### config.mk
export PLATFORM = sky130hd
export DESIGN_NAME = debug_req_gate
export DESIGN_NICKNAME = d
export VERILOG_FILES = /design/src/harness_pkg.sv /design/src/debug_req_gate.sv
export SDC_FILE = /design/constraint.sdc
export NUM_CORES = 1
export LEC_CHECK = 0
export ABC_AREA = 1
export BUFFER_PORTS_ARGS = -buffer_cell sky130_fd_sc_hd__buf_2
export CORE_AREA = 4 4 41 43
export CTS_CLUSTER_DIAMETER = 60
export CTS_CLUSTER_SIZE = 14
export DETAILED_ROUTE_END_ITERATION = 10
export DIE_AREA = 0 0 45 47
export SLEW_MARGIN = 20
export SYNTH_ARGS = -nofsm -noshare
export SYNTH_HDL_FRONTEND = slang
export SYNTH_SLANG_ARGS = --single-unit
### constraint.sdc
create_clock -name clk_i -period 1.6 [get_ports clk_i]
set_input_delay 0.32 -clock clk_i [delete_from_list [all_inputs] [get_ports clk_i]]
set_output_delay 0.32 -clock clk_i [all_outputs]
set_load 0.05 [all_outputs]
### src/harness_pkg.sv
// Shared widths, bus structs, address map, register map and boot image of the harness fabric
package harness_pkg;

  // --------------------------------------------------------------------
  // Bus widths and types
  // --------------------------------------------------------------------
  localparam int unsigned ADDR_WIDTH = 32;
  localparam int unsigned DATA_WIDTH = 64;
  localparam int unsigned BE_WIDTH   = DATA_WIDTH / 8;
  localparam int unsigned BYTE_OFS   = $clog2(BE_WIDTH);

  typedef logic [ADDR_WIDTH-1:0] addr_t;
  typedef logic [DATA_WIDTH-1:0] data_t;
  typedef logic [BE_WIDTH-1:0]   be_t;
  typedef logic [31:0]           exit_t;
  typedef logic [31:0]           cycles_t;

  typedef struct packed {
    logic  req;
    logic  we;
    addr_t addr;
    be_t   be;
    data_t wdata;
  } bus_req_t;

  typedef struct packed {
    logic  rvalid;
    logic  err;
    data_t rdata;
  } bus_rsp_t;

  typedef enum logic [1:0] {
    NONE,
    REGS,
    ROM,
    SRAM
  } target_e;

  // --------------------------------------------------------------------
  // Address map
  // --------------------------------------------------------------------
  localparam addr_t REGS_BASE   = 32'h0000_0000;
  localparam addr_t REGS_LENGTH = 32'h0000_1000;

  localparam int unsigned ROM_WORDS  = 16;
  localparam int unsigned ROM_AW     = $clog2(ROM_WORDS);
  localparam addr_t       ROM_BASE   = 32'h0001_0000;
  localparam addr_t       ROM_LENGTH = 32'h0000_0080;

  localparam int unsigned SRAM_WORDS  = 1024;
  localparam int unsigned SRAM_AW     = 10;
  localparam addr_t       SRAM_BASE   = 32'h8000_0000;
  localparam addr_t       SRAM_LENGTH = addr_t'(SRAM_WORDS * BE_WIDTH);

  // Register block, offsets within REGS window
  localparam int unsigned REG_OFFSET_W = $clog2(REGS_LENGTH);
  localparam logic [REG_OFFSET_W-1:0] REG_CTRL_OFFSET   = 12'h000;
  localparam logic [REG_OFFSET_W-1:0] REG_EXIT_OFFSET   = 12'h008;
  localparam logic [REG_OFFSET_W-1:0] REG_CYCLES_OFFSET = 12'h010;

  localparam int unsigned CTRL_WIDTH        = 2;
  localparam int unsigned CTRL_DBG_BIT      = 0;
  localparam int unsigned CTRL_NDMRESET_BIT = 1;

  // Boot code gets this many cycles before a debug request
  localparam int unsigned DEBUG_DELAY_CYCLES = 500;
  localparam int unsigned DBG_CNT_W          = $clog2(DEBUG_DELAY_CYCLES + 1);

  localparam data_t ROM_IMAGE [ROM_WORDS] = '{
    64'h0000_0297_0202_8293, 64'h0010_0513_00a2_a023,
    64'h0000_0517_0505_0513, 64'h3050_1073_0000_0073,
    64'hf140_2573_0000_0597, 64'h0185_8593_0005_8067,
    64'h1050_0073_ffdf_f06f, 64'h0000_0013_0000_0013,
    64'hdead_beef_cafe_f00d, 64'h0123_4567_89ab_cdef,
    64'h8000_0000_0000_0000, 64'h0000_1000_0000_0800,
    64'h5a5a_a5a5_3c3c_c3c3, 64'hffff_0000_ffff_0000,
    64'h0f0f_0f0f_f0f0_f0f0, 64'h0000_0000_0000_0001
  };

endpackage

### src/debug_req_gate.sv
// Hold-off counter masking the debug request after power-on reset
`timescale 1ns/1ps

module debug_req_gate (
  input  logic clk_i,
  input  logic ndmreset_n,
  input  logic dbg_req_i,
  output logic debug_req_o
);
  import harness_pkg::*;

  logic [DBG_CNT_W-1:0] cnt_q;
  logic                 hold;

  assign hold = (cnt_q != '0);

  // Counts down once per edge, sticks at zero
  always_ff @(posedge clk_i or negedge ndmreset_n) begin
    if (!ndmreset_n) begin
      cnt_q <= DBG_CNT_W'(DEBUG_DELAY_CYCLES);
    end else if (hold) begin
      cnt_q <= cnt_q - 1'b1;
    end
  end

  assign debug_req_o = dbg_req_i & ~hold;

endmodule

# After elaboration in Yosys (flattened, before gate mapping)
# Index checks and enable logic that the tools add are counted.
dict set report totals {
  register_bits 9
  out_inout_bits 1
  in_bits 3
}
dict set report op_classes {
  reduce_logical 1
  bitwise_logic 2
  add_sub_neg 1
}
# op n
set op_table {}
lappend op_table {{$reduce_bool 9->1} 1}
lappend op_table {{$sub 9x1->9 const B} 1}
lappend op_table {{$and 1x1->1} 1}
lappend op_table {{$not 1->1} 1}

# Depth between registers and ports, before layout
dict set report logic_depth {
  word_depth 3
  depth_mapped 8
}

# Least setup slack after synthesis
# Ideal clock, no wire load.
dict set report synth_path {
  path_kind {register to output}
  start {reg cnt_q[1]}
  end {out debug_req_o}
  path_stages_with_launch 7
  arrival_time_ps 1651
  setup_slack_ps -371
  path_buffers 0
  cell_sequence {dfrtp_1 inv_1 ha_1 nand2_2 nor2_4 nand2_4 nor2_1}
}
dict set report synth_between {
  elab_chain_len 3
}
# element line
set synth_lines {}
lappend synth_lines {{start: declaration} debug_req_gate.sv:12} ;# logic [DBG_CNT_W-1:0] cnt_q;
lappend synth_lines {{start signal: assignment} debug_req_gate.sv:20} ;# cnt_q <= DBG_CNT_W'(DEBUG_DELAY_CYCLES);
lappend synth_lines {{start signal: assignment} debug_req_gate.sv:22} ;# cnt_q <= cnt_q - 1'b1;
lappend synth_lines {{$reduce_bool 9->1} debug_req_gate.sv:15} ;# assign hold = (cnt_q != '0);
lappend synth_lines {{$not 1->1} debug_req_gate.sv:26} ;# assign debug_req_o = dbg_req_i & ~hold;
lappend synth_lines {{$and 1x1->1} debug_req_gate.sv:26}
lappend synth_lines {{end: declaration} debug_req_gate.sv:8} ;# output logic debug_req_o
# Every way passes these cells.

# Final worst setup path
dict set report layout_path {
  start {reg cnt_q[0]}
  end {out debug_req_o}
}
# The elaborated chain is that of the path after synthesis.

==> results.sh <==
export IMPL_critical_path_arrival_ns=1.36
export IMPL_maxSlewViolCount=0
export IMPL_gp_congestion=0.740
export IMPL_area_delta_synth_final_pct=36.0
export IMPL_track_usage_pct=12.5
export IMPL_slew_headroom_pct=85.3
export IMPL_cts_max_level=1
export IMPL_die_area_um2=2120
export IMPL_period_needed_ns=1.68
export IMPL_layout_nets=90
export IMPL_cp_num_buf_inv=2
export IMPL_largest_register="cnt_q"
export IMPL_p_sw_w=0.0000979
export IMPL_grt_pass1_wl_um=1750
export IMPL_dr_pass1_iters=3
export IMPL_multi_input_area_um2=249
export IMPL_start_util_pct=39.0
export IMPL_hold_class="in2async"
export IMPL_rsz0062_at_grt="true"
export IMPL_outcome="complete, but fails checks"
export IMPL_root_buffer="clkbuf_4"
export IMPL_clk_pin_slew_ns=0.06
export IMPL_max_stage_delay_ns=0.39
export IMPL_synth_edff_count=0
export IMPL_grt_antenna_before_repair=0
export IMPL_cts_buffers=3
export IMPL_die_w_um=45
export IMPL_p_int_w=0.000333
export IMPL_antenna_cells=0
export IMPL_wl_um=1050
export IMPL_drc=0
export IMPL_synth_common_cells="nand2_1 (18), inv_1 (15), nor2_1 (9)"
export IMPL_grt_max_degree=10
export IMPL_grt_pass1_vias=395
export IMPL_drive_above_1_share_pct=40.0
export IMPL_regArea_um2=233
export IMPL_synth_nets=72
export IMPL_largest_register_ffs=9
export IMPL_yosysTopAreaCellShare_pct=31.0
export IMPL_final_hold_violation_count=0
export IMPL_leakage_nw=0.376
export IMPL_synth_cells=68
export IMPL_wl_per_cell_um=10.5
export IMPL_reg_largest_list="cnt_q x9"
export IMPL_ys_ff_latch=9
export IMPL_via_per_inst=4.44
export IMPL_comb_power_share_pct=4.7
export IMPL_seq_area_frac_synth_pct=45.8
export IMPL_synth_warnings=0
export IMPL_seq_power_share_pct=53.0
export IMPL_setup_slack_ns=-0.0768
export IMPL_cts_tree="yes"
export IMPL_switching_share_pct=22.7
export IMPL_slowest_stage="dfrtp_1"
export IMPL_worst_pin_slew_ns=0.220
export IMPL_worstPathCellList="inv_2 -> ha_4 -> nand2_4 -> nor2_4 -> nand2_4 -> nor2_4 -> buf_8"
export IMPL_fin_crit_sh_pct=105
export IMPL_avgSynthCellArea_um2=7.47
export IMPL_violations="setup timing"
export IMPL_placementRows=13
export IMPL_hpwlAfterDp_um=711
export IMPL_clk_latency_ns=0.27
export IMPL_clkSinkCount=9
export IMPL_synthDistinctLibCells=19
export IMPL_drt_iter0_markers=5
export IMPL_path_delay_family="flip-flops"
export IMPL_overflow=0
export IMPL_hold_slack_ns=0.440
export IMPL_cp_end_kind="output pin"
export IMPL_synth_top_area_cell="dfstp_2"
export IMPL_num_vias=444
export IMPL_yosys_top_cells_area="dfstp_2 (31%), dfrtp_1 (15%), nand2_1 (13%)"
export IMPL_synth_async_sr_flop_share_pct=100
export IMPL_cts_buffer_depth=2
export IMPL_io_pins=4
export IMPL_clock_power_share_pct=42.3
export IMPL_tns_ns=-0.0768
export IMPL_setup_viol=1
export IMPL_fill_cells=131
export IMPL_critPathLaunchType="flop"
export IMPL_max_freq_mhz=596
export IMPL_ys_flop_type="dfstp_2"
export IMPL_criticalPathCategory="reg2out"
export IMPL_design_core_area_um2=1300
export IMPL_synth_area_um2=508
export IMPL_port_buffers=3
export IMPL_fin_skew_ns=0.00103
export IMPL_place_ws_ns=0.0474
export IMPL_ant_nets=0
export IMPL_cp_required_ns=1.28
export IMPL_critPathMaxFanout=2
export IMPL_ir_drop_uv=361
export IMPL_synth_most_common_cell="nand2_1"
export IMPL_maxCapViolCount=0
export IMPL_die_h_um=47
export IMPL_power_density_nw_per_um2=624
==> logic make-up (layout without fill, tap and decap cells) <==
logic type,count (synthesis),after routing,share of synthesized area (%)
AO/OA/AOI/OAI,4,4,4.68
XOR/XNOR,1,1,1.72
adder cells (fa/ha/maj),1,1,2.46
buffers and inverters,16,33,12.1
flip-flops,9,9,45.8
AND/OR/NAND/NOR,37,37,33.3
==> power by group through the flow <==
stage          Sequential, W  Combinational [W]  Clock (W)
2_1_floorplan       0.000232         0.00000750          0
3_3_place_gp        0.000232          0.0000155          0
3_5_place_dp        0.000232          0.0000157          0
4_1_cts             0.000228          0.0000209   0.000193
5_1_grt             0.000228          0.0000218   0.000206
6_report            0.000228          0.0000203   0.000182
==> metrics by stage <==
stage               instances  instance area, um^2  total power (W)  util (%)
floorplan                  68                  515         0.000239         -
global placement           91                  587         0.000247      45.1
detailed placement         91                  587         0.000248      45.1
CTS                        99                  683         0.000443      52.5
global route              100                  691         0.000456      53.1
finish                    100                  691         0.000431      53.1
==> routing by layer <==
layer	global-route usage (%)	up-vias	routed length, um
met4	8.77	0	27
met5	0	-	0
met1	14.8	199	453
met2	19.5	8	510
li1	-	235	-
met3	3.45	2	55
==> cells in the final DEF (no fill, tap or decap), types with 2 or more instances in the layout <==
cell / instances
nand3_1: 4
buf_2: 2
dfrtp_1: 3
buf_4: 9
nand2_4: 2
inv_1: 13
nor2_4: 3
inv_2: 2
clkbuf_4: 3
nor2_1: 7
nand2_1: 17
dfstp_2: 6
==> path summary, 6_finish.rpt <==
kind,slack [ns],cells after the start,start,to
max,-0.08,7,cnt_q[0],debug_req_o
min,0.44,2,ndmreset_n,cnt_q[3]
max reg2reg,0.34,8,cnt_q[5],cnt_q[0]
min reg2reg,0.48,2,cnt_q[7],cnt_q[7]
max in group asynchronous,0.91,2,ndmreset_n,cnt_q[7]
min in group clk_i,0.48,2,cnt_q[7],cnt_q[7]
==> repair_timing <==
| item | in CTS | in global routing |
|---|---|---|
| resized for setup | 11 | 0 |
| setup buffers | 3 | 1 |
| gates cloned | 0 | 0 |
| endpoints found under the setup margin | 1 | 1 |
| hold buffers | 1 | 0 |
| endpoints found under the hold margin | 3 | 0 |
| pin swaps | 3 | 0 |
==> cell type report <==
class                      count  share of cell area, %
tap                           15                   2.72
timing repair buffer          13                   14.9
inverter                      16                   8.88
sequential                     9                   33.7
clock buffer                   4                   3.80
multi-input combinational     43                   36.1
(Power assumes the default switching activity.)
