`src/harness_pkg.sv`:
```
// Shared widths, bus structs, address map, register map and boot image of the harness fabric
package harness_pkg;

  // --------------------------------------------------------------------
  // Bus widths and types
  // --------------------------------------------------------------------
  localparam int unsigned ADDR_WIDTH = 32;
  localparam int unsigned DATA_WIDTH = 64;
  localparam int unsigned BE_WIDTH   = DATA_WIDTH / 8;
  localparam int unsigned BYTE_OFS   = $clog2(BE_WIDTH);

  typedef logic [ADDR_WIDTH-1:0] addr_t;
  typedef logic [DATA_WIDTH-1:0] data_t;
  typedef logic [BE_WIDTH-1:0]   be_t;
  typedef logic [31:0]           exit_t;
  typedef logic [31:0]           cycles_t;

  typedef struct packed {
    logic  req;
    logic  we;
    addr_t addr;
    be_t   be;
    data_t wdata;
  } bus_req_t;

  typedef struct packed {
    logic  rvalid;
    logic  err;
    data_t rdata;
  } bus_rsp_t;

  typedef enum logic [1:0] {
    NONE,
    REGS,
    ROM,
    SRAM
  } target_e;

  // --------------------------------------------------------------------
  // Address map
  // --------------------------------------------------------------------
  localparam addr_t REGS_BASE   = 32'h0000_0000;
  localparam addr_t REGS_LENGTH = 32'h0000_1000;

  localparam int unsigned ROM_WORDS  = 16;
  localparam int unsigned ROM_AW     = $clog2(ROM_WORDS);
  localparam addr_t       ROM_BASE   = 32'h0001_0000;
  localparam addr_t       ROM_LENGTH = 32'h0000_0080;

  localparam int unsigned SRAM_WORDS  = 1024;
  localparam int unsigned SRAM_AW     = 10;
  localparam addr_t       SRAM_BASE   = 32'h8000_0000;
  localparam addr_t       SRAM_LENGTH = addr_t'(SRAM_WORDS * BE_WIDTH);

  // Register block, offsets within REGS window
  localparam int unsigned REG_OFFSET_W = $clog2(REGS_LENGTH);
  localparam logic [REG_OFFSET_W-1:0] REG_CTRL_OFFSET   = 12'h000;
  localparam logic [REG_OFFSET_W-1:0] REG_EXIT_OFFSET   = 12'h008;
  localparam logic [REG_OFFSET_W-1:0] REG_CYCLES_OFFSET = 12'h010;

  localparam int unsigned CTRL_WIDTH        = 2;
  localparam int unsigned CTRL_DBG_BIT      = 0;
  localparam int unsigned CTRL_NDMRESET_BIT = 1;

  // Boot code gets this many cycles before a debug request
  localparam int unsigned DEBUG_DELAY_CYCLES = 500;
  localparam int unsigned DBG_CNT_W          = $clog2(DEBUG_DELAY_CYCLES + 1);

  localparam data_t ROM_IMAGE [ROM_WORDS] = '{
    64'h0000_0297_0202_8293, 64'h0010_0513_00a2_a023,
    64'h0000_0517_0505_0513, 64'h3050_1073_0000_0073,
    64'hf140_2573_0000_0597, 64'h0185_8593_0005_8067,
    64'h1050_0073_ffdf_f06f, 64'h0000_0013_0000_0013,
    64'hdead_beef_cafe_f00d, 64'h0123_4567_89ab_cdef,
    64'h8000_0000_0000_0000, 64'h0000_1000_0000_0800,
    64'h5a5a_a5a5_3c3c_c3c3, 64'hffff_0000_ffff_0000,
    64'h0f0f_0f0f_f0f0_f0f0, 64'h0000_0000_0000_0001
  };

endpackage

```
`src/bus_decoder.sv`:
```
// Address decoder with target steering, error flagging and registered response mux
`timescale 1ns/1ps

module bus_decoder (
  input  logic                clk_i,
  input  logic                ndmreset_n,
  input  harness_pkg::bus_req_t bus_req_i,
  output harness_pkg::bus_req_t regs_req_o,
  output harness_pkg::bus_req_t rom_req_o,
  output harness_pkg::bus_req_t sram_req_o,
  input  harness_pkg::data_t  regs_rdata_i,
  input  harness_pkg::data_t  rom_rdata_i,
  input  harness_pkg::data_t  sram_rdata_i,
  output harness_pkg::bus_rsp_t bus_rsp_o
);
  import harness_pkg::*;

  logic    hit_regs, hit_rom, hit_sram;
  logic    cycles_wr;
  logic    err_d, err_q;
  logic    valid_q;
  target_e sel_d, sel_q;

  // Offset compare also covers a base of zero
  function automatic logic in_window(addr_t addr, addr_t base, addr_t len);
    return (addr - base) < len;
  endfunction

  assign hit_regs  = in_window(bus_req_i.addr, REGS_BASE, REGS_LENGTH);
  assign hit_rom   = in_window(bus_req_i.addr, ROM_BASE, ROM_LENGTH);
  assign hit_sram  = in_window(bus_req_i.addr, SRAM_BASE, SRAM_LENGTH);
  assign cycles_wr = hit_regs & bus_req_i.we &
                     (bus_req_i.addr[REG_OFFSET_W-1:0] == REG_CYCLES_OFFSET);

  always_comb begin
    regs_req_o     = bus_req_i;
    rom_req_o      = bus_req_i;
    sram_req_o     = bus_req_i;
    regs_req_o.req = bus_req_i.req & hit_regs;
    rom_req_o.req  = bus_req_i.req & hit_rom & ~bus_req_i.we;
    sram_req_o.req = bus_req_i.req & hit_sram;
  end

  assign err_d = bus_req_i.req &
                 (~(hit_regs | hit_rom | hit_sram) | (hit_rom & bus_req_i.we) | cycles_wr);

  // Writes and misses return zero data
  always_comb begin
    sel_d = NONE;
    if (bus_req_i.req && !bus_req_i.we) begin
      if (hit_regs)      sel_d = REGS;
      else if (hit_rom)  sel_d = ROM;
      else if (hit_sram) sel_d = SRAM;
    end
  end

  always_ff @(posedge clk_i or negedge ndmreset_n) begin
    if (!ndmreset_n) begin
      valid_q <= 1'b0;
      err_q   <= 1'b0;
      sel_q   <= NONE;
    end else begin
      valid_q <= bus_req_i.req;
      err_q   <= err_d;
      sel_q   <= sel_d;
    end
  end

  always_comb begin
    bus_rsp_o.rvalid = valid_q;
    bus_rsp_o.err    = err_q;
    case (sel_q)
      REGS:    bus_rsp_o.rdata = regs_rdata_i;
      ROM:     bus_rsp_o.rdata = rom_rdata_i;
      SRAM:    bus_rsp_o.rdata = sram_rdata_i;
      default: bus_rsp_o.rdata = '0;
    endcase
  end

endmodule

```
`config.mk`:
```
export PLATFORM = sky130hd
export DESIGN_NAME = bus_decoder
export DESIGN_NICKNAME = d
export VERILOG_FILES = /design/src/harness_pkg.sv /design/src/bus_decoder.sv
export SDC_FILE = /design/constraint.sdc
export NUM_CORES = 1
export LEC_CHECK = 0
export BUFFER_PORTS_ARGS = -buffer_cell sky130_fd_sc_hd__buf_2
export CAP_MARGIN = 30
export CORE_AREA = 10 10 258 260
export DETAILED_ROUTE_END_ITERATION = 10
export DIE_AREA = 0 0 268 270
export PLACE_DENSITY = 0.3
export RECOVER_POWER = 50
export SYNTH_ARGS = -nofsm -noshare
export SYNTH_HDL_FRONTEND = slang
export SYNTH_SLANG_ARGS = --single-unit
```
`constraint.sdc`:
```
create_clock -name clk_i -period 2.2 [get_ports clk_i]
set_input_delay 0.11 -clock clk_i [delete_from_list [all_inputs] [get_ports clk_i]]
set_output_delay 0.11 -clock clk_i [all_outputs]
set_load 0.03 [all_outputs]
```
* After elaboration in Yosys (flattened, before gate mapping)
Index checks and enable logic that the tools add are counted.
Word-level totals: input bits 300, logic and storage cells 33, bits in writable memories 0, bits in read-only memories 0, output and inout bits 384, bits in latches 0, bits in registers 4, memories 0
Operators by class: multiply operators 0, add/sub/neg operators 2, shift-type cells 0, reductions and logical operators 2, multiplexer cells 5, eq/ne operators 4, magnitude comparators 3, div/mod/pow operators 0, bitwise gates (word level) 14
Operator list (number):
- $pmux 64 s3 | 1
- $lt 32x13->1 const B | 1
- $lt 32x14->1 const B | 1
- $lt 32x8->1 const B | 1
- $sub 32x17->32 const B | 1
- $sub 32x32->32 const B | 1
- $eq 12x5->1 const B | 1
- $and 1x1->1 | 8
- $mux 2 | 4
- $eq 2x2->1 const B | 2
- $or 1x1->1 | 4
- $eq 2x1->1 const B | 1
- $not 1->1 | 2
- $logic_and 1x1->1 | 1
- $logic_not 1->1 | 1

* Longest topological paths before layout
depth in word-level cells 8, gate-level depth with buffers 4, gate-level depth less buffers 4

* Least setup slack after synthesis
Ideal clock, no wire load.
path kind input -> output, start point input bus_req_i[102] in the netlist's numbering, end point output regs_req_o[105] in the netlist's numbering, buffers on the path 0, stages 4, data arrival time 1993 ps, required time 2090 ps, slack 97 ps, cell sequence or4_4 > nor4_4 > nand4_2 > nor4_1
RTL lines:
- start: declaration | line bus_decoder.sv:7 | input harness_pkg::bus_req_t bus_req_i,
- end: declaration | line bus_decoder.sv:8 | output harness_pkg::bus_req_t regs_req_o,

==> key figures <==
Die
  • Total core area: 61300 um2
  • Vert. Die Dim: 270 um
  • Die ar.: roughly 72000 um2
  • DIE WIDTH: 268 um
  • Ports: slightly below 700
  • Core Rows: 91
  • Initial Util: 0.0663

Logic synthesis
  • Post-synth EDFFs: 0
  • Mapped Area: just over 4000 um2
  • Synth Register Bits: 4
  • Top cells by area, synth: buf_4 59%, mux2_1 14%, a22o_1 14%
  • Largest family of logic cells by synthesized area: buffers and inverters
  • Syn Nets: 795
  • Synth area leader: buf_4
  • Cells after Synth: a little under 500
  • Yosys cell types: 26
  • Compound-Gate Fraction of Synth Area: 0.144
  • Average size of a mapped cell: roughly 8.2 um2
  • Top-area cell type share of the netlist area: 0.586
  • Simple-gate share of the synthesized area: 0.0435
  • Post-synthesis xor/xnor area fraction: 0
  • Most numerous cell in the Yosys netlist: buf_4
  • Register area share after synthesis: 0.0247
  • Async S/R FF share, synth: 1.00
  • Post-Synth Adder-Cell Area: 0
  • YS warnings: 0
  • Commonest cells post-synth: 317 x buf_4, 64 x a22o_1, 52 x mux2_1, 12 x mux2_2, 11 x clkbuf_1
  • Synth Flop Type: dfrtp_1
  • Post-synthesis mux area share: 0.180

Critical path
  • Critical path launch point: bus_req_i[102]
  • Arrival time at the worst endpoint: roughly 1800 ps
  • Critical path launch point type: primary input
  • Worst setup endpoint: regs_req_o[105]
  • Slowest CP cell: or4_4
  • Worst Setup Path Type: in -> out
  • Kind of end point of the critical path: output port
  • WP data required: 2090 ps
  • Critical path fanouts, max: 4
  • Worst-path cell chain: buf_2, or4_4, nor4_4, nand4_2, nor4_1, buf_2
  • Max incr delay on CP: roughly 550 ps
  • Most frequent CP cell: buf_2

CTS
  • # resized after CTS: 0
  • Cts bufs inserted: 3
  • Clk pin slew, worst setup/hold paths: about 30 ps
  • H-tree depth: 1
  • CTS Sinks: 4
  • CTS Buffer Depth: 2
  • TritonCTS clock tree: done
  • Clock Tree Root: clkbuf_16

Drt
  • Router iterations before antenna repair: 4
  • # DRC: 0
  • Routed len/inst: about 15 um
  • Post-route ant nets: 0
  • Vias/cell: approximately 2.6
  • WL final: approximately 21000 um
  • DRT iter0 DRCs: 93
  • Vias: ~3500

Timing
  • RSZ-0062 raised after global routing: false
  • Total negative slack: 0 ps
  • Tmin final: around 1900 ps
  • Worst-margin pin slew: 381 ps
  • Final Hold Violating Endpoints: 0
  • Tcrit/Tclk final: 0.872
  • Normalized max-slew margin: 0.744
  • Final slew viol count: 0
  • Final setup violation count: 0
  • Upper clock frequency limit: 521 MHz

Pwr
  • Comb pwr share: 0.626
  • Max VDD drop: roughly 0.18 mV
  • PD cells: approximately 210 nW/um2
  • Sw Share: 0.425
  • Pleak: ~2.3 nW
  • Sequential share of power: 0.078
  • Clk pwr share: 0.296
  • Switching power: 417 uW
  • Pint: around 570 uW

Placed design
  • PortBufs: 395
  • Placed Cells: about 1300
  • GPL Wtd Cong: approximately 0.85
  • Detailed Place HPWL: 18700 um

Finish
  • Final nets: around 870
  • Area Overhead vs Synth: 17.6%
  • Post-route insts no fill: roughly 1400
  • # diodes: 0
  • Fraction of layout cells with a size suffix above 1: 0.752

Status
  • Outcome: completed

Global routing
  • GRT Overall Usage: 0.0490
  • Initial antenna violation count: 6
  • Grt total ovfl: 0
  • Global-route wire length before repair: approximately 27000 um
  • Pin count of the biggest net entering global routing: 65
  • Vias in the first global route: ~4000

Run
  • Max Cap Violations: 0

Min path
  • Worst Hold Path Cells: 1
  • HP Class: in -> reg
==> critical path, delay by kind of cell <==
kind,cells,cell delay (ps)
AND/OR/NAND/NOR,4,1330
buffers and inverters,2,370
==> worst min path at each step <==
stage / from / endpoint
final: bus_req_i[105] / valid_q
after global routing: bus_req_i[105] / valid_q
after CTS: bus_req_i[105] / valid_q
after detailed placement: ndmreset_n / err_q
after global placement: ndmreset_n / err_q
after floorplan: ndmreset_n / err_q
==> cell usage in the layout (no fill, tap or decap), types with 3 or more instances in the layout <==
| master | instances |
|---|---|
| nor3_1 | 3 |
| mux2_1 | 52 |
| buf_2 | 394 |
| buf_12 | 5 |
| mux2_2 | 12 |
| a22o_1 | 64 |
| clkbuf_16 | 3 |
==> per-layer routing <==
metal / vias to the layer above / track usage / share of wire
li1: 1512 / - / -
met1: 1498 / 0.0513 / 0.37
met2: 490 / 0.0755 / 0.41
met3: 26 / 0.0391 / 0.20
met4: 6 / 0.00952 / 0.017
met5: - / 0.00554 / 0.0016
==> layout make-up <==
class	count	area (um2)
tap	790	988
inverter	1	3.75
fill	7232	56500
timing repair buffer	403	2100
multi-input combinational	152	1500
clock buffer	4	78.8
sequential	4	105
==> timing repair <==
item,in CTS,in global routing
hold endpoints to repair,4,0
hold buffers,1,0
buffers inserted,0,0
endpoints found under the setup margin,0,0
==> flip-flops by register name, summed over array words and instances (netlist names) <==
name	cells
err_q	1
sel_q	2
valid_q	1
==> cell families (layout without fill, tap and decap cells) <==
group	count (synthesis)	in the layout
buf+inv	339	408
compound gates	67	67
mux	65	65
simple gates	20	20
flops	4	4
==> power groups by stage <==
stage               Clock [mW]  Sequential [mW]  Combinational [mW]
detailed placement           0           0.0777               0.626
global placement             0           0.0776               0.626
CTS                      0.296           0.0768               0.630
global route             0.306           0.0771               0.662
floorplan                    0           0.0775                1.14
finish                   0.291           0.0768               0.615
==> through the flow <==
step / setup WS [ps] / hold WS [ps] / total power, mW / area (um2) / util
global placement: 122 / -83.4 / 0.703 / 4690 / 0.0765
CTS: 146 / 84.1 / 1.00 / 4780 / 0.0780
global route: 26.5 / 140 / 1.04 / 4770 / 0.0779
detailed placement: 156 / -76.6 / 0.704 / 4690 / 0.0765
floorplan: 97.3 / -186 / 1.22 / 4060 / -
finish: 282 / 111 / 0.983 / 4770 / 0.0779
No activity file was read; power rests on OpenSTA's default activity.
