File: src/harness_pkg.sv
// Shared widths, bus structs, address map, register map and boot image of the harness fabric
package harness_pkg;

  // --------------------------------------------------------------------
  // Bus widths and types
  // --------------------------------------------------------------------
  localparam int unsigned ADDR_WIDTH = 32;
  localparam int unsigned DATA_WIDTH = 64;
  localparam int unsigned BE_WIDTH   = DATA_WIDTH / 8;
  localparam int unsigned BYTE_OFS   = $clog2(BE_WIDTH);

  typedef logic [ADDR_WIDTH-1:0] addr_t;
  typedef logic [DATA_WIDTH-1:0] data_t;
  typedef logic [BE_WIDTH-1:0]   be_t;
  typedef logic [31:0]           exit_t;
  typedef logic [31:0]           cycles_t;

  typedef struct packed {
    logic  req;
    logic  we;
    addr_t addr;
    be_t   be;
    data_t wdata;
  } bus_req_t;

  typedef struct packed {
    logic  rvalid;
    logic  err;
    data_t rdata;
  } bus_rsp_t;

  typedef enum logic [1:0] {
    NONE,
    REGS,
    ROM,
    SRAM
  } target_e;

  // --------------------------------------------------------------------
  // Address map
  // --------------------------------------------------------------------
  localparam addr_t REGS_BASE   = 32'h0000_0000;
  localparam addr_t REGS_LENGTH = 32'h0000_1000;

  localparam int unsigned ROM_WORDS  = 16;
  localparam int unsigned ROM_AW     = $clog2(ROM_WORDS);
  localparam addr_t       ROM_BASE   = 32'h0001_0000;
  localparam addr_t       ROM_LENGTH = 32'h0000_0080;

  localparam int unsigned SRAM_WORDS  = 1024;
  localparam int unsigned SRAM_AW     = 10;
  localparam addr_t       SRAM_BASE   = 32'h8000_0000;
  localparam addr_t       SRAM_LENGTH = addr_t'(SRAM_WORDS * BE_WIDTH);

  // Register block, offsets within REGS window
  localparam int unsigned REG_OFFSET_W = $clog2(REGS_LENGTH);
  localparam logic [REG_OFFSET_W-1:0] REG_CTRL_OFFSET   = 12'h000;
  localparam logic [REG_OFFSET_W-1:0] REG_EXIT_OFFSET   = 12'h008;
  localparam logic [REG_OFFSET_W-1:0] REG_CYCLES_OFFSET = 12'h010;

  localparam int unsigned CTRL_WIDTH        = 2;
  localparam int unsigned CTRL_DBG_BIT      = 0;
  localparam int unsigned CTRL_NDMRESET_BIT = 1;

  // Boot code gets this many cycles before a debug request
  localparam int unsigned DEBUG_DELAY_CYCLES = 500;
  localparam int unsigned DBG_CNT_W          = $clog2(DEBUG_DELAY_CYCLES + 1);

  localparam data_t ROM_IMAGE [ROM_WORDS] = '{
    64'h0000_0297_0202_8293, 64'h0010_0513_00a2_a023,
    64'h0000_0517_0505_0513, 64'h3050_1073_0000_0073,
    64'hf140_2573_0000_0597, 64'h0185_8593_0005_8067,
    64'h1050_0073_ffdf_f06f, 64'h0000_0013_0000_0013,
    64'hdead_beef_cafe_f00d, 64'h0123_4567_89ab_cdef,
    64'h8000_0000_0000_0000, 64'h0000_1000_0000_0800,
    64'h5a5a_a5a5_3c3c_c3c3, 64'hffff_0000_ffff_0000,
    64'h0f0f_0f0f_f0f0_f0f0, 64'h0000_0000_0000_0001
  };

endpackage

File: src/harness_regs.sv
// Control, exit and cycle registers with soft-reset combining and reset synchronizer
`timescale 1ns/1ps

module harness_regs (
  input  logic                  clk_i,
  input  logic                  ndmreset_n,
  input  harness_pkg::bus_req_t req_i,
  output harness_pkg::data_t    rdata_o,
  output logic                  sys_rst_no,
  output logic                  dbg_req_o,
  output harness_pkg::exit_t    exit_o
);
  import harness_pkg::*;

  logic [REG_OFFSET_W-1:0] offset;
  logic [CTRL_WIDTH-1:0]   ctrl_q;
  exit_t                   exit_q;
  cycles_t                 cycles_q;
  data_t                   rdata_d, rdata_q;
  logic                    rst_comb_n;
  logic                    rst_sync_q0, rst_sync_q1;

  assign offset = req_i.addr[REG_OFFSET_W-1:0];

  // --------------------------------------------------------------------
  // Register writes
  // --------------------------------------------------------------------
  always_ff @(posedge clk_i or negedge ndmreset_n) begin
    if (!ndmreset_n) begin
      ctrl_q <= '0;
      exit_q <= '0;
    end else if (req_i.req && req_i.we) begin
      if (offset == REG_CTRL_OFFSET && req_i.be[0]) begin
        ctrl_q <= req_i.wdata[CTRL_WIDTH-1:0];
      end
      if (offset == REG_EXIT_OFFSET) begin
        for (int i = 0; i < $bits(exit_t) / 8; i++) begin
          if (req_i.be[i]) exit_q[i*8 +: 8] <= req_i.wdata[i*8 +: 8];
        end
      end
    end
  end

  // Read path, unknown offsets read as zero
  always_comb begin
    case (offset)
      REG_CTRL_OFFSET:   rdata_d = data_t'(ctrl_q);
      REG_EXIT_OFFSET:   rdata_d = data_t'(exit_q);
      REG_CYCLES_OFFSET: rdata_d = data_t'(cycles_q);
      default:           rdata_d = '0;
    endcase
  end

  always_ff @(posedge clk_i) begin
    if (req_i.req && !req_i.we) rdata_q <= rdata_d;
  end

  // --------------------------------------------------------------------
  // System reset
  // --------------------------------------------------------------------
  // Asserts at once, released two edges after the bit clears
  assign rst_comb_n = ndmreset_n & ~ctrl_q[CTRL_NDMRESET_BIT];

  always_ff @(posedge clk_i or negedge rst_comb_n) begin
    if (!rst_comb_n) begin
      rst_sync_q0 <= 1'b0;
      rst_sync_q1 <= 1'b0;
    end else begin
      rst_sync_q0 <= 1'b1;
      rst_sync_q1 <= rst_sync_q0;
    end
  end

  always_ff @(posedge clk_i or negedge rst_sync_q1) begin
    if (!rst_sync_q1) begin
      cycles_q <= '0;
    end else begin
      cycles_q <= cycles_q + 1'b1;
    end
  end

  assign sys_rst_no = rst_sync_q1;
  assign dbg_req_o  = ctrl_q[CTRL_DBG_BIT];
  assign exit_o     = exit_q;
  assign rdata_o    = rdata_q;

endmodule

File: config.mk
export PLATFORM = sky130hd
export DESIGN_NAME = harness_regs
export DESIGN_NICKNAME = d
export VERILOG_FILES = /design/src/harness_pkg.sv /design/src/harness_regs.sv
export SDC_FILE = /design/constraint.sdc
export NUM_CORES = 1
export LEC_CHECK = 0
export BUFFER_PORTS_ARGS = -buffer_cell sky130_fd_sc_hd__buf_2
export CORE_MARGIN = 5
export CORE_UTILIZATION = 35
export DETAILED_ROUTE_END_ITERATION = 16
export PLACE_DENSITY = 0.65
export RECOVER_POWER = 100
export SLEW_MARGIN = 0
export SYNTH_ARGS = -nofsm -noshare
export SYNTH_HDL_FRONTEND = slang
export SYNTH_SLANG_ARGS = --single-unit
File: constraint.sdc
create_clock -name clk_i -period 1.3 [get_ports clk_i]
set_input_delay 0.13 -clock clk_i [delete_from_list [all_inputs] [get_ports clk_i]]
set_output_delay 0.13 -clock clk_i [all_outputs]
set_load 0.1 [all_outputs]
# Word-level counts from Yosys, hierarchy flattened
# Index checks and enable logic that the tools add are counted.
# word_totals
ff_bits	132
word_cells	25
# classes
n_addsub	1
eq_ne	2
n_mux	1
n_bitwise	2
n_reduce_logical	10
# op_table
op	count
case mux 32 bit (3 select lines)	1
adder 32 x 1 -> 32 bit, second input constant	1
== test 12 x 4 -> 1 bit, second input constant	1
== test 12 x 5 -> 1 bit, second input constant	1
zero test 12 bit	1
AND reduction 3 bit	4
logical AND 1 bit	3
AND reduction 2 bit	1
AND 1 bit	1
zero test 1 bit	1
inverter 1 bit	1

# Logic depth before layout (Yosys ltp)
# depth
ltp_word	3
mapped_depth	6

# Least setup slack after synthesis
# Ideal clock, no wire load.
# synth_path
path_type	input-to-reg
start	in req_i[104] in the netlist's numbering
end	reg rdata_q[0], in the netlist rdata_o[0], enable pin
setup_time_ps	425
t_arrival_ps	1582
slack_ps	-708
cell_stages	1
path_buffers	0
cell_sequence	nor2b_1
# synth_between
elab_chain_len	2
# synth_rtl
item	line	rtl
start: declaration	harness_regs.sv:7	input harness_pkg::bus_req_t req_i,
zero test 1 bit	harness_regs.sv:55	if (req_i.req && !req_i.we) rdata_q <= rdata_d;
logical AND 1 bit	harness_regs.sv:55	
end signal: assignment	harness_regs.sv:55	
end: declaration	harness_regs.sv:19	data_t rdata_d, rdata_q;
# No other way between the ends.
# A chain may end at the register's enable or synchronous reset.

# Worst setup path in the final report
# layout_path
start	in req_i[78] in the netlist's numbering
end	reg rdata_q[6], in the netlist rdata_o[6], data pin
# layout_between
elab_chain_len	2
elab_cells_between_ends	4
classes_between	eq/ne: 2; mux: 1; reduce/logical: 1
# layout_rtl
item	line	rtl
== test 12 x 5 -> 1 bit (tied with other cells)	harness_regs.sv:46	case (offset)
case mux 32 bit (3 select lines) *	harness_regs.sv:46	
via rdata_d[6]	harness_regs.sv:19	
# The timed path passes the listed nets; every way through them passes the cells marked *.

==> qor.yml <==
detailed_routing:
  route.detailed.drc: 0
  wire_per_inst_um: 17.4
  routed_via_density: 4.71
  wirelength_um: 11900
  vias: 3239
  drt-initial-drc-count: 160
  dr.pass1.iters: 4
  ant_nets: 0
worst_setup_path:
  critical_path_required_ns: 1.52
  cp_max_fo: 8
  cp-start-kind: "input port"
  cp_data_arrival_time_ns: 1.83
  r2r_start: "cycles_q[8]"
  end_kind: "flip-flop"
  critical_path_class: "input port to flip-flop"
  cp-startpoint: "req_i[78]"
yosys:
  synthTopCellsByArea: "dfrtp_1, edfxtp_1, mux2_2"
  synth_edf_count: 32
  async_reset_ff_share_pct: 68.0
  avgSynthCellArea_um2: 13.8
  yosysSeqAreaShare_pct: 59.5
  yosysUniqueCellTypes: 33
  syn_area_um2: 4470
  synth_ff_type: "dfrtp_1"
  yosysTopAreaCell: "dfrtp_1"
  ys_seq_elements: 100
  syn_inst: 323
  synth.top_cell.area_share_pct: 38.1
  yosysWarningCount: 0
floorplan:
  start_util_pct: 35.6
  fp.dieW_um: 123
  fp.dieH_um: 123
  boundaryPins: 206
  core-area_um2: 12600
  dieArea_um2: 15100
  rows: 41
sta:
  setup_viol: 86
  fin_crit_ns: 1.61
  fin_hold_ws_ns: 0.0150
  final.setup_skew_ns: 0.00807
  period_share_pct: 124
  rsz0062_at_grt: "true"
  slew_viol_final: 0
  setup_tns_ns: -19.10
  max_freq_ghz: 0.621
  finalHoldViolCount: 0
  worst_slew_pin_slew_ns: 0.849
  setup_slack_ns: -0.310
  max_slew_margin_pct: 43.4
clock_tree:
  clockBufferDepth: 2
  clock_latency_ns: 0.35
  h-tree-depth: 3
  cts_tree: "done"
  cts_made_buffers: 9
  clockRootBuffer: "clkbuf_16"
  clock_sinks: 100
  path_clk_slew_ns: 0.06
global_route:
  grt_use_total_pct: 15.8
  first_global_vias: 3404
  grt_antenna_before_repair: 1
  grt_max_degree: 33
  grt_pass1_wl_um: 18100
  grt-ovfl-total: 0
placed_design:
  dp_hpwl_um: 8190
  gp_congestion: 0.792
  port_buffers: 117
  place_ws_ns: -0.607
hold_path:
  holdCritStartpoint: "req_i[17]"
  hp-class: "input port to flip-flop"
finish:
  regArea_um2: 2660
  drive_above_1_share_pct: 52.4
  num_antenna_cells: 0
  multi_input_area_um2: 1810
  fillers: 1096
  area_growth_pct: 43.5
  nets: 620
flow_run:
  maxCapViolCount: 0
power:
  ir_worst_vdd_mv: 0.649
  leakage_nw: 3.13
  cellPowerDensity_nw_per_um2: 1060
  p_total_mw: 6.81
status:
  violations: "negative setup slack"
  status: "finished with violations"
## flip-flops by register name (all words and copies together) (netlist names)
name         count
cycles_q        32
exit_o          32
rdata_o         32
ctrl_q           2
rst_sync_q0      1
sys_rst_no       1
## cell families after synthesis
group	Yosys count	synth area share [%]
simple gates	73	11.0
mux	36	9.07
other cells	2	0.168
fa+ha+maj	1	0.280
flops	100	59.5
compound gates	32	7.11
xor+xnor	30	5.88
buf+inv	49	6.97
## cell type report
class                      count  area share [%]
multi-input combinational    205            28.2
sequential                   100            41.5
clock inverter                 3           0.604
timing repair buffer         193            22.4
clock buffer                  12            3.84
inverter                       2           0.117
tap                          172            3.35
## path summary, 6_finish.rpt
path                           endpoint  slack, ns  cells after the start
setup / recovery             rdata_o[6]      -0.31                      9
setup reg to reg           cycles_q[31]      -0.29                      5
hold reg to reg             rst_sync_q0       0.24                      1
min in group asynchronous   rst_sync_q0       0.24                      1
max in group asynchronous    exit_o[23]       0.18                      3
hold / removal               exit_o[17]       0.01                      2
## layer usage
layer | vias up | track usage, % | wire length, um
li1 | 1523 | - | -
met1 | 1594 | 20.5 | 5180
met2 | 109 | 25.4 | 5640
met3 | 11 | 5.08 | 994
met4 | 2 | 4.50 | 111
met5 | - | 0 | 7
## cells in the mapped netlist (4+ instances only)
library cell,n
a32o_1,30
and3_1,4
and4_1,5
buf_2,6
buf_4,32
clkbuf_1,8
dfrtp_1,68
edfxtp_1,32
mux2_2,34
nand2_1,11
nand3_1,10
nand3_4,4
nand4_1,11
nor2_1,4
nor3_1,6
xnor2_1,20
xor2_1,10
## power breakdown
group,total [mW],switching (mW),leakage (nW),internal (mW)
Sequential,3.29,0.0108,1.25,3.28
Clock,2.61,1.09,0.140,1.53
Combinational,0.902,0.786,1.74,0.116
Total,6.81,1.88,3.13,4.92
## metrics by stage
| stage | instance area (um2) | util (%) | std cells |
|---|---|---|---|
| floorplan | 4740 | - | 354 |
| global placement | 5740 | 45.7 | 655 |
| detailed placement | 5740 | 45.7 | 655 |
| CTS | 6360 | 50.6 | 681 |
| global route | 6420 | 51.1 | 687 |
| finish | 6420 | 51.1 | 687 |
## placed cells by master (no fill, tap or decap), types with 2 or more instances in the layout
cell and n:
a22o_1 2, a32o_1 30, and2_1 2, and3_1 3, and4_1 5, buf_12 5
buf_2 78, buf_4 53, buf_6 11, bufbuf_16 2, clkbuf_1 3, clkbuf_16 10
clkbuf_2 5, clkbuf_4 34, conb_1 33, dfrtp_1 67, edfxtp_1 32, inv_1 2
mux2_2 34, mux2_4 2, nand2_1 10, nand3_1 8, nand3_4 5, nand4_1 11
nor2_4 3, nor2b_1 3, nor3_4 6, nor4_4 4, or4_4 3, xnor2_1 19
xor2_1 10
## critical path, cell delays in order
cell and delay [ns]:
buf_6 0.09, or4_4 0.53, or2_4 0.27, buf_6 0.12, nor3_4 0.15, buf_12 0.15
buf_12 0.10, buf_16 0.12, a32o_1 0.16
## what timing repair did
| item | CTS | global route |
|---|---|---|
| endpoints found under the hold margin | 10 | 0 |
| resized for setup | 39 | 28 |
| pin swaps | 17 | 22 |
| endpoints found under the setup margin | 106 | 105 |
| gates cloned | 4 | 1 |
| hold buffers | 1 | 0 |
| setup buffers | 6 | 6 |
(Power assumes the default switching activity.)
