### src/harness_pkg.sv
// Shared widths, bus structs, address map, register map and boot image of the harness fabric
package harness_pkg;

  // --------------------------------------------------------------------
  // Bus widths and types
  // --------------------------------------------------------------------
  localparam int unsigned ADDR_WIDTH = 32;
  localparam int unsigned DATA_WIDTH = 64;
  localparam int unsigned BE_WIDTH   = DATA_WIDTH / 8;
  localparam int unsigned BYTE_OFS   = $clog2(BE_WIDTH);

  typedef logic [ADDR_WIDTH-1:0] addr_t;
  typedef logic [DATA_WIDTH-1:0] data_t;
  typedef logic [BE_WIDTH-1:0]   be_t;
  typedef logic [31:0]           exit_t;
  typedef logic [31:0]           cycles_t;

  typedef struct packed {
    logic  req;
    logic  we;
    addr_t addr;
    be_t   be;
    data_t wdata;
  } bus_req_t;

  typedef struct packed {
    logic  rvalid;
    logic  err;
    data_t rdata;
  } bus_rsp_t;

  typedef enum logic [1:0] {
    NONE,
    REGS,
    ROM,
    SRAM
  } target_e;

  // --------------------------------------------------------------------
  // Address map
  // --------------------------------------------------------------------
  localparam addr_t REGS_BASE   = 32'h0000_0000;
  localparam addr_t REGS_LENGTH = 32'h0000_1000;

  localparam int unsigned ROM_WORDS  = 16;
  localparam int unsigned ROM_AW     = $clog2(ROM_WORDS);
  localparam addr_t       ROM_BASE   = 32'h0001_0000;
  localparam addr_t       ROM_LENGTH = 32'h0000_0080;

  localparam int unsigned SRAM_WORDS  = 1024;
  localparam int unsigned SRAM_AW     = 10;
  localparam addr_t       SRAM_BASE   = 32'h8000_0000;
  localparam addr_t       SRAM_LENGTH = addr_t'(SRAM_WORDS * BE_WIDTH);

  // Register block, offsets within REGS window
  localparam int unsigned REG_OFFSET_W = $clog2(REGS_LENGTH);
  localparam logic [REG_OFFSET_W-1:0] REG_CTRL_OFFSET   = 12'h000;
  localparam logic [REG_OFFSET_W-1:0] REG_EXIT_OFFSET   = 12'h008;
  localparam logic [REG_OFFSET_W-1:0] REG_CYCLES_OFFSET = 12'h010;

  localparam int unsigned CTRL_WIDTH        = 2;
  localparam int unsigned CTRL_DBG_BIT      = 0;
  localparam int unsigned CTRL_NDMRESET_BIT = 1;

  // Boot code gets this many cycles before a debug request
  localparam int unsigned DEBUG_DELAY_CYCLES = 500;
  localparam int unsigned DBG_CNT_W          = $clog2(DEBUG_DELAY_CYCLES + 1);

  localparam data_t ROM_IMAGE [ROM_WORDS] = '{
    64'h0000_0297_0202_8293, 64'h0010_0513_00a2_a023,
    64'h0000_0517_0505_0513, 64'h3050_1073_0000_0073,
    64'hf140_2573_0000_0597, 64'h0185_8593_0005_8067,
    64'h1050_0073_ffdf_f06f, 64'h0000_0013_0000_0013,
    64'hdead_beef_cafe_f00d, 64'h0123_4567_89ab_cdef,
    64'h8000_0000_0000_0000, 64'h0000_1000_0000_0800,
    64'h5a5a_a5a5_3c3c_c3c3, 64'hffff_0000_ffff_0000,
    64'h0f0f_0f0f_f0f0_f0f0, 64'h0000_0000_0000_0001
  };

endpackage

### src/boot_rom.sv
// Boot ROM returning one image word per request with a registered read port
`timescale 1ns/1ps

module boot_rom (
  input  logic                  clk_i,
  input  logic                  sys_rst_ni,
  input  harness_pkg::bus_req_t req_i,
  output harness_pkg::data_t    rdata_o
);
  import harness_pkg::*;

  logic [ROM_AW-1:0] word_idx;
  data_t             rdata_q;

  // Word index inside the ROM window
  assign word_idx = req_i.addr[ROM_AW+BYTE_OFS-1:BYTE_OFS];

  always_ff @(posedge clk_i or negedge sys_rst_ni) begin
    if (!sys_rst_ni) begin
      rdata_q <= '0;
    end else if (req_i.req) begin
      rdata_q <= ROM_IMAGE[word_idx];
    end
  end

  assign rdata_o = rdata_q;

endmodule

### config.mk
export PLATFORM = sky130hd
export DESIGN_NAME = boot_rom
export DESIGN_NICKNAME = d
export VERILOG_FILES = /design/src/harness_pkg.sv /design/src/boot_rom.sv
export SDC_FILE = /design/constraint.sdc
export NUM_CORES = 1
export LEC_CHECK = 0
export ABC_AREA = 1
export BUFFER_PORTS_ARGS = -buffer_cell sky130_fd_sc_hd__buf_2
export CAP_MARGIN = 20
export CORE_AREA = 3 3 85 87
export CTS_CLUSTER_DIAMETER = 80
export DETAILED_ROUTE_END_ITERATION = 10
export DIE_AREA = 0 0 88 90
export PLACE_DENSITY = 0.82
export SYNTH_ARGS = -nofsm -noshare
export SYNTH_HDL_FRONTEND = slang
export SYNTH_SLANG_ARGS = --single-unit
export TNS_END_PERCENT = 5
### constraint.sdc
create_clock -name clk_i -period 1.31 [get_ports clk_i]
set_clock_uncertainty 0.15 [all_clocks]
set_input_delay 0.262 -clock clk_i [delete_from_list [all_inputs] [get_ports clk_i]]
set_output_delay 0.262 -clock clk_i [all_outputs]
set_load 0.03 [all_outputs]
==> Word level (Yosys, flattened, before mapping) <==
Memory sizes are Yosys's and may differ from the RTL's. A register that Yosys moved wholly into a read port is not among the register bits.
Cells that the tools add are included.
{ "totals": {"ff_bits": 0, "romBits": 1024, "input_bits": 108, "out_inout_bits": 64, "word_cells": 3, "memories": 1} }
{ "op_classes": {"n_bitwise": 1, "reduce_logical": 1} }
{ "memory_table": {"columns": ["memory", "depth", "word_bits", "rd", "rd_clocked_by_memory_dff", "write_ports", "line", "rtl"], "rows": [
  ["(name not given)", 16, 64, 1, 1, 0, "boot_rom.sv:22", "rdata_q <= ROM_IMAGE[word_idx];"]
]} }
{ "ops": {"columns": ["op", "count"], "rows": [
  ["NOT 4 -> 5 bit", 1],
  ["logical NOT 1 bit", 1]
]} }

==> Depth between registers and ports, before layout <==
{ "depth": {"depth_word": 1, "mapped_depth": 8, "depth_no_buf": 8} }

==> Worst setup path after synthesis <==
Ideal clock, no wire load.
{ "synth_path": {"kind": "in2reg", "startpoint": "input req_i[76] (netlist bit)", "endpoint": "register rdata_q[18], in the netlist rdata_o[18]", "setup_time_ns": 0.118, "t_arrival_ns": 1.092, "t_required_ns": 1.042, "slack_ns": -0.050, "cell_stages": 8, "path_buffers": 0, "path_cell_list": "inv_1 ha_1 nand2_2 nand2_1 nand2_1 nand2_1 nor2_1 nor2_1"} }
{ "synth_between": {"elab_chain_cells": 1} }
{ "synth_rtl": {"columns": ["item", "line", "rtl"], "rows": [
  ["start, declared", "boot_rom.sv:7", "input harness_pkg::bus_req_t req_i,"],
  ["NOT 4 -> 5 bit (implied by the code)", "boot_rom.sv:22", null],
  ["end, declared", "boot_rom.sv:13", "data_t rdata_q;"]
]} }
Every way passes these cells.

==> impl_table.tex <==
\begin{tabular}{lr}
\hline
Metric & Value \\
\hline
\multicolumn{2}{l}{\textbf{Layout}} \\
\quad Top library cells by usage in the layout, fill and taps aside & nand2\_1 (120), buf\_6 (63), dfrtp\_1 (57), buf\_4 (52), nor2\_1 (51) \\
\quad Synthesis-to-finish area growth & 51.2\% \\
\quad Most frequent standard cell in the layout excluding fill and tap cells & nand2\_1 \\
\quad Final net count & 572 \\
\quad Share of the core filled with cells in the final layout & 0.654 \\
\quad Number of flip-flops under the largest register name & 58 \\
\quad Layout cells sized above 1 & 0.361 \\
\quad Number of inserted diodes & 0 \\
\quad Count of filler cells inserted in the layout & 536 \\
\multicolumn{2}{l}{\textbf{Timing}} \\
\quad PnR worst setup slack & -0.0320 ns \\
\quad Peak clock frequency supported by timing & 745 MHz \\
\quad Number of pins with negative max-slew slack in the final report & 0 \\
\quad Tightest slew margin relative to the limit & 0.797 \\
\quad Ratio of final minimum period to clock period & 1.02 \\
\quad Transition time of the tightest slew-check pin & 0.305 ns \\
\quad Smallest hold slack & 0.138 ns \\
\quad Tmin final & 1.34 ns \\
\quad Setup Viol. Count Final & 17 \\
\quad RSZ-0062 raised after global routing & yes \\
\quad Final Hold Fails & 0 \\
\multicolumn{2}{l}{\textbf{Routing}} \\
\quad Detailed-route vias per instance & 5.01 \\
\quad Average wire per standard cell & 14.7 um \\
\quad Post-route DRC & 0 \\
\quad Total Routed Length & 7930 um \\
\quad Detailed-routing iteration count for the pre-antenna-repair pass & 4 \\
\quad Antenna-violating nets left & 0 \\
\quad Number of design-rule violations left by the first detailed-router iteration & 140 \\
\quad Count of vias placed by the detailed router & 2,703 \\
\multicolumn{2}{l}{\textbf{Min path}} \\
\quad Worst hold path startpoint & req\_i[105] \\
\quad Depth of the worst hold-timing path & 3 \\
\quad Worst hold path endpoint & rdata\_o[30] \\
\quad Worst Hold Class & primary input to flip-flop \\
\multicolumn{2}{l}{\textbf{Global routing}} \\
\quad Number of antenna violations at the first check in global routing & 0 \\
\quad GRT overflow & 0 \\
\quad Global router's overall resource usage & 0.212 \\
\quad First-pass GRT wire length & 13,000 um \\
\quad Number of global-route vias before repair & 2,747 \\
\quad Pin count of the biggest net entering global routing & 59 \\
\multicolumn{2}{l}{\textbf{Power and ir drop}} \\
\quad Total power consumption of the routed design & 0.00539 W \\
\quad Max IR drop VDD & 0.572 mV \\
\quad Leakage Power & 2.24 nW \\
\quad Power Dens Cells & 1280 mW/mm2 \\
\multicolumn{2}{l}{\textbf{Placed design}} \\
\quad Placer Congestion & 0.855 \\
\quad DPL Wire Length & 5630 um \\
\quad Port bufs & 70 \\
\multicolumn{2}{l}{\textbf{Setup path}} \\
\quad Setup slack on the worst flop-to-flop path & 0.23 ns \\
\quad Buf/Inv on CP & 1 \\
\quad Type of the setup path with the least slack & flip-flop to output pin \\
\quad Start of the worst register-to-register path & rdata\_o[59] \\
\quad Startpoint class of the critical path & flip-flop \\
\quad Worst Setup End Kind & output pin \\
\quad Reg2Reg Capture Point & rdata\_o[59] \\
\quad Biggest fanout along the worst timing path & 4 \\
\quad CP max-delay cell & dfrtp\_2 \\
\quad Required time of the worst setup path & 0.90 ns \\
\quad Critical path's top delay family & flip-flops \\
\quad Count of cells along the worst register-to-register path & 4 \\
\quad Stage delay of the slowest cell on the critical path & 0.44 ns \\
\quad Arrival time at the worst endpoint & 0.93 ns \\
\quad Cell-by-cell trace of the critical path & buf\_6 \\
\multicolumn{2}{l}{\textbf{Yosys}} \\
\quad Average instance area after synthesis & 8.09 um2 \\
\quad Library cell occupying the most area in the post-synthesis netlist & dfrtp\_1 \\
\quad Compound-Gate Fraction of Synth Area & 0.0703 \\
\quad Post-synthesis sequential element count & 58 \\
\quad Post-synthesis adder-cell area fraction & 0.0225 \\
\quad Syn Inst Count & 343 \\
\quad Portion of netlist area occupied by mux cells & 0 \\
\quad Distinct cells, synth & 26 \\
\quad Cells taking the most area after synthesis & dfrtp\_1 (52\%), nand2\_1 (17\%), nor2\_1 (7.0\%) \\
\quad Syn Nets & 456 \\
\quad Fraction of synthesized cell area in xor and xnor cells & 0 \\
\quad Yosys Warn Count & 0 \\
\quad Combinational family with the most area after synthesis & simple AND/OR/NAND/NOR gates \\
\quad Proportion of netlist area held by the largest area contributor & 0.523 \\
\quad Basic-gate share of the synthesized area counting and, or, nand and nor cells & 0.310 \\
\quad Post-synthesis instance area & 0.00278 mm2 \\
\quad Sequential element share of the synthesized area & 0.523 \\
\multicolumn{2}{l}{\textbf{Floorplanning}} \\
\quad Height of the chip & 90 um \\
\quad I/O pin total & 172 \\
\quad Initial cell density of the core & 0.432 \\
\quad Die Outline Area & 0.00792 mm2 \\
\quad DIE WIDTH & 88 um \\
\quad Floorplan core area & 0.00642 mm2 \\
\quad Total number of placement rows & 29 \\
\multicolumn{2}{l}{\textbf{Run status}} \\
\quad Violated checks & negative setup slack \\
\quad Result of the run & finished with violations \\
\multicolumn{2}{l}{\textbf{Clock tree}} \\
\quad Number of buffers inserted during clock tree synthesis & 9 \\
\quad Number of H-tree levels & 3 \\
\quad Maximum number of buffers from clock root to sink & 2 \\
\quad Total number of clock tree sinks & 58 \\
\quad Worst-path clk slew & 0.06 ns \\
\quad CTS root buffer & clkbuf\_8 \\
\quad Clock insertion delay at the later pin of the skew report & 0.35 ns \\
\quad CTS tree & yes \\
\multicolumn{2}{l}{\textbf{Flow run}} \\
\quad Max cap viols & 0 \\
\hline
\end{tabular}
[synthesized netlist by cell type (all sizes together)]
library cell and instances:
nand2 130, dfrtp 58, nor2 55, nand3 21, buf 20, inv 14
a21oi 10, a31oi 8, o21ai 8, ha 5, o22ai 4, o211ai 3
clkbuf 2, or2 2, clkinv 1, nand4 1, o21a 1
[layout make-up]
cell class                      count  area (um2)  share of cell area
Clock buffer                       13         169              0.0402
Clock inverter                      2        35.0             0.00835
Inverter                           15        63.8              0.0152
Multi-Input combinational cell    248        1160               0.275
Sequential cell                    58        1450               0.346
Tap cell                           77        96.3              0.0230
Timing Repair Buffer              127        1220               0.292
[how the worst max path moves through the flow]
stage,startpoint,to,depth (start not counted)
after detailed placement,req_i[75],rdata_o[30],9
after CTS,rdata_o[59],rdata_o[51],1
after global routing,rdata_o[59],rdata_o[59],1
after floorplan,req_i[75],rdata_o[52],8
final,rdata_o[59],rdata_o[51],1
after global placement,req_i[75],rdata_o[18],9
[metrics by stage]
stage / setup TNS, ns / cells / instance area [um2] / worst slack, ns
final: -0.249 / 540 / 4200 / -0.0320
after global routing: -1.20 / 540 / 4200 / -0.0595
after CTS: -0.434 / 536 / 4090 / -0.0477
after detailed placement: -10.22 / 519 / 3540 / -0.278
after global placement: -9.82 / 519 / 3540 / -0.276
after floorplan: -0.0238 / 343 / 2810 / -0.0163
[routing by layer]
metal | wire (um) | track usage | part of all wire | up-vias
met5 | 0 | 0 | 0 | -
met2 | 3770 | 0.325 | 0.48 | 85
met3 | 431 | 0.0402 | 0.054 | 15
met1 | 3540 | 0.287 | 0.45 | 1283
li1 | - | - | - | 1320
met4 | 194 | 0.0959 | 0.024 | 0
[kinds of logic after synthesis]
family	after synthesis
adder cells (fa/ha/maj)	5
buffers and inverters	37
AND/OR/NAND/NOR	209
flip-flops	58
AO/OA/AOI/OAI	34
[power by group]
group / switching (W) / total, W / internal, W
sequential: 0.000153 / 0.00213 / 0.00198
combinational: 0.000895 / 0.00156 / 0.000664
clock: 0.000678 / 0.00170 / 0.00102
total: 0.00173 / 0.00539 / 0.00366
[timing repair]
item | in CTS | in global routing
gates resized for setup | 109 | 22
endpoints found under the hold margin | 58 | 0
setup buffers | 1 | 4
endpoints found under the setup margin | 63 | 71
hold buffers | 1 | 0
pin swaps | 0 | 0
No activity file was read; power rests on OpenSTA's default activity.
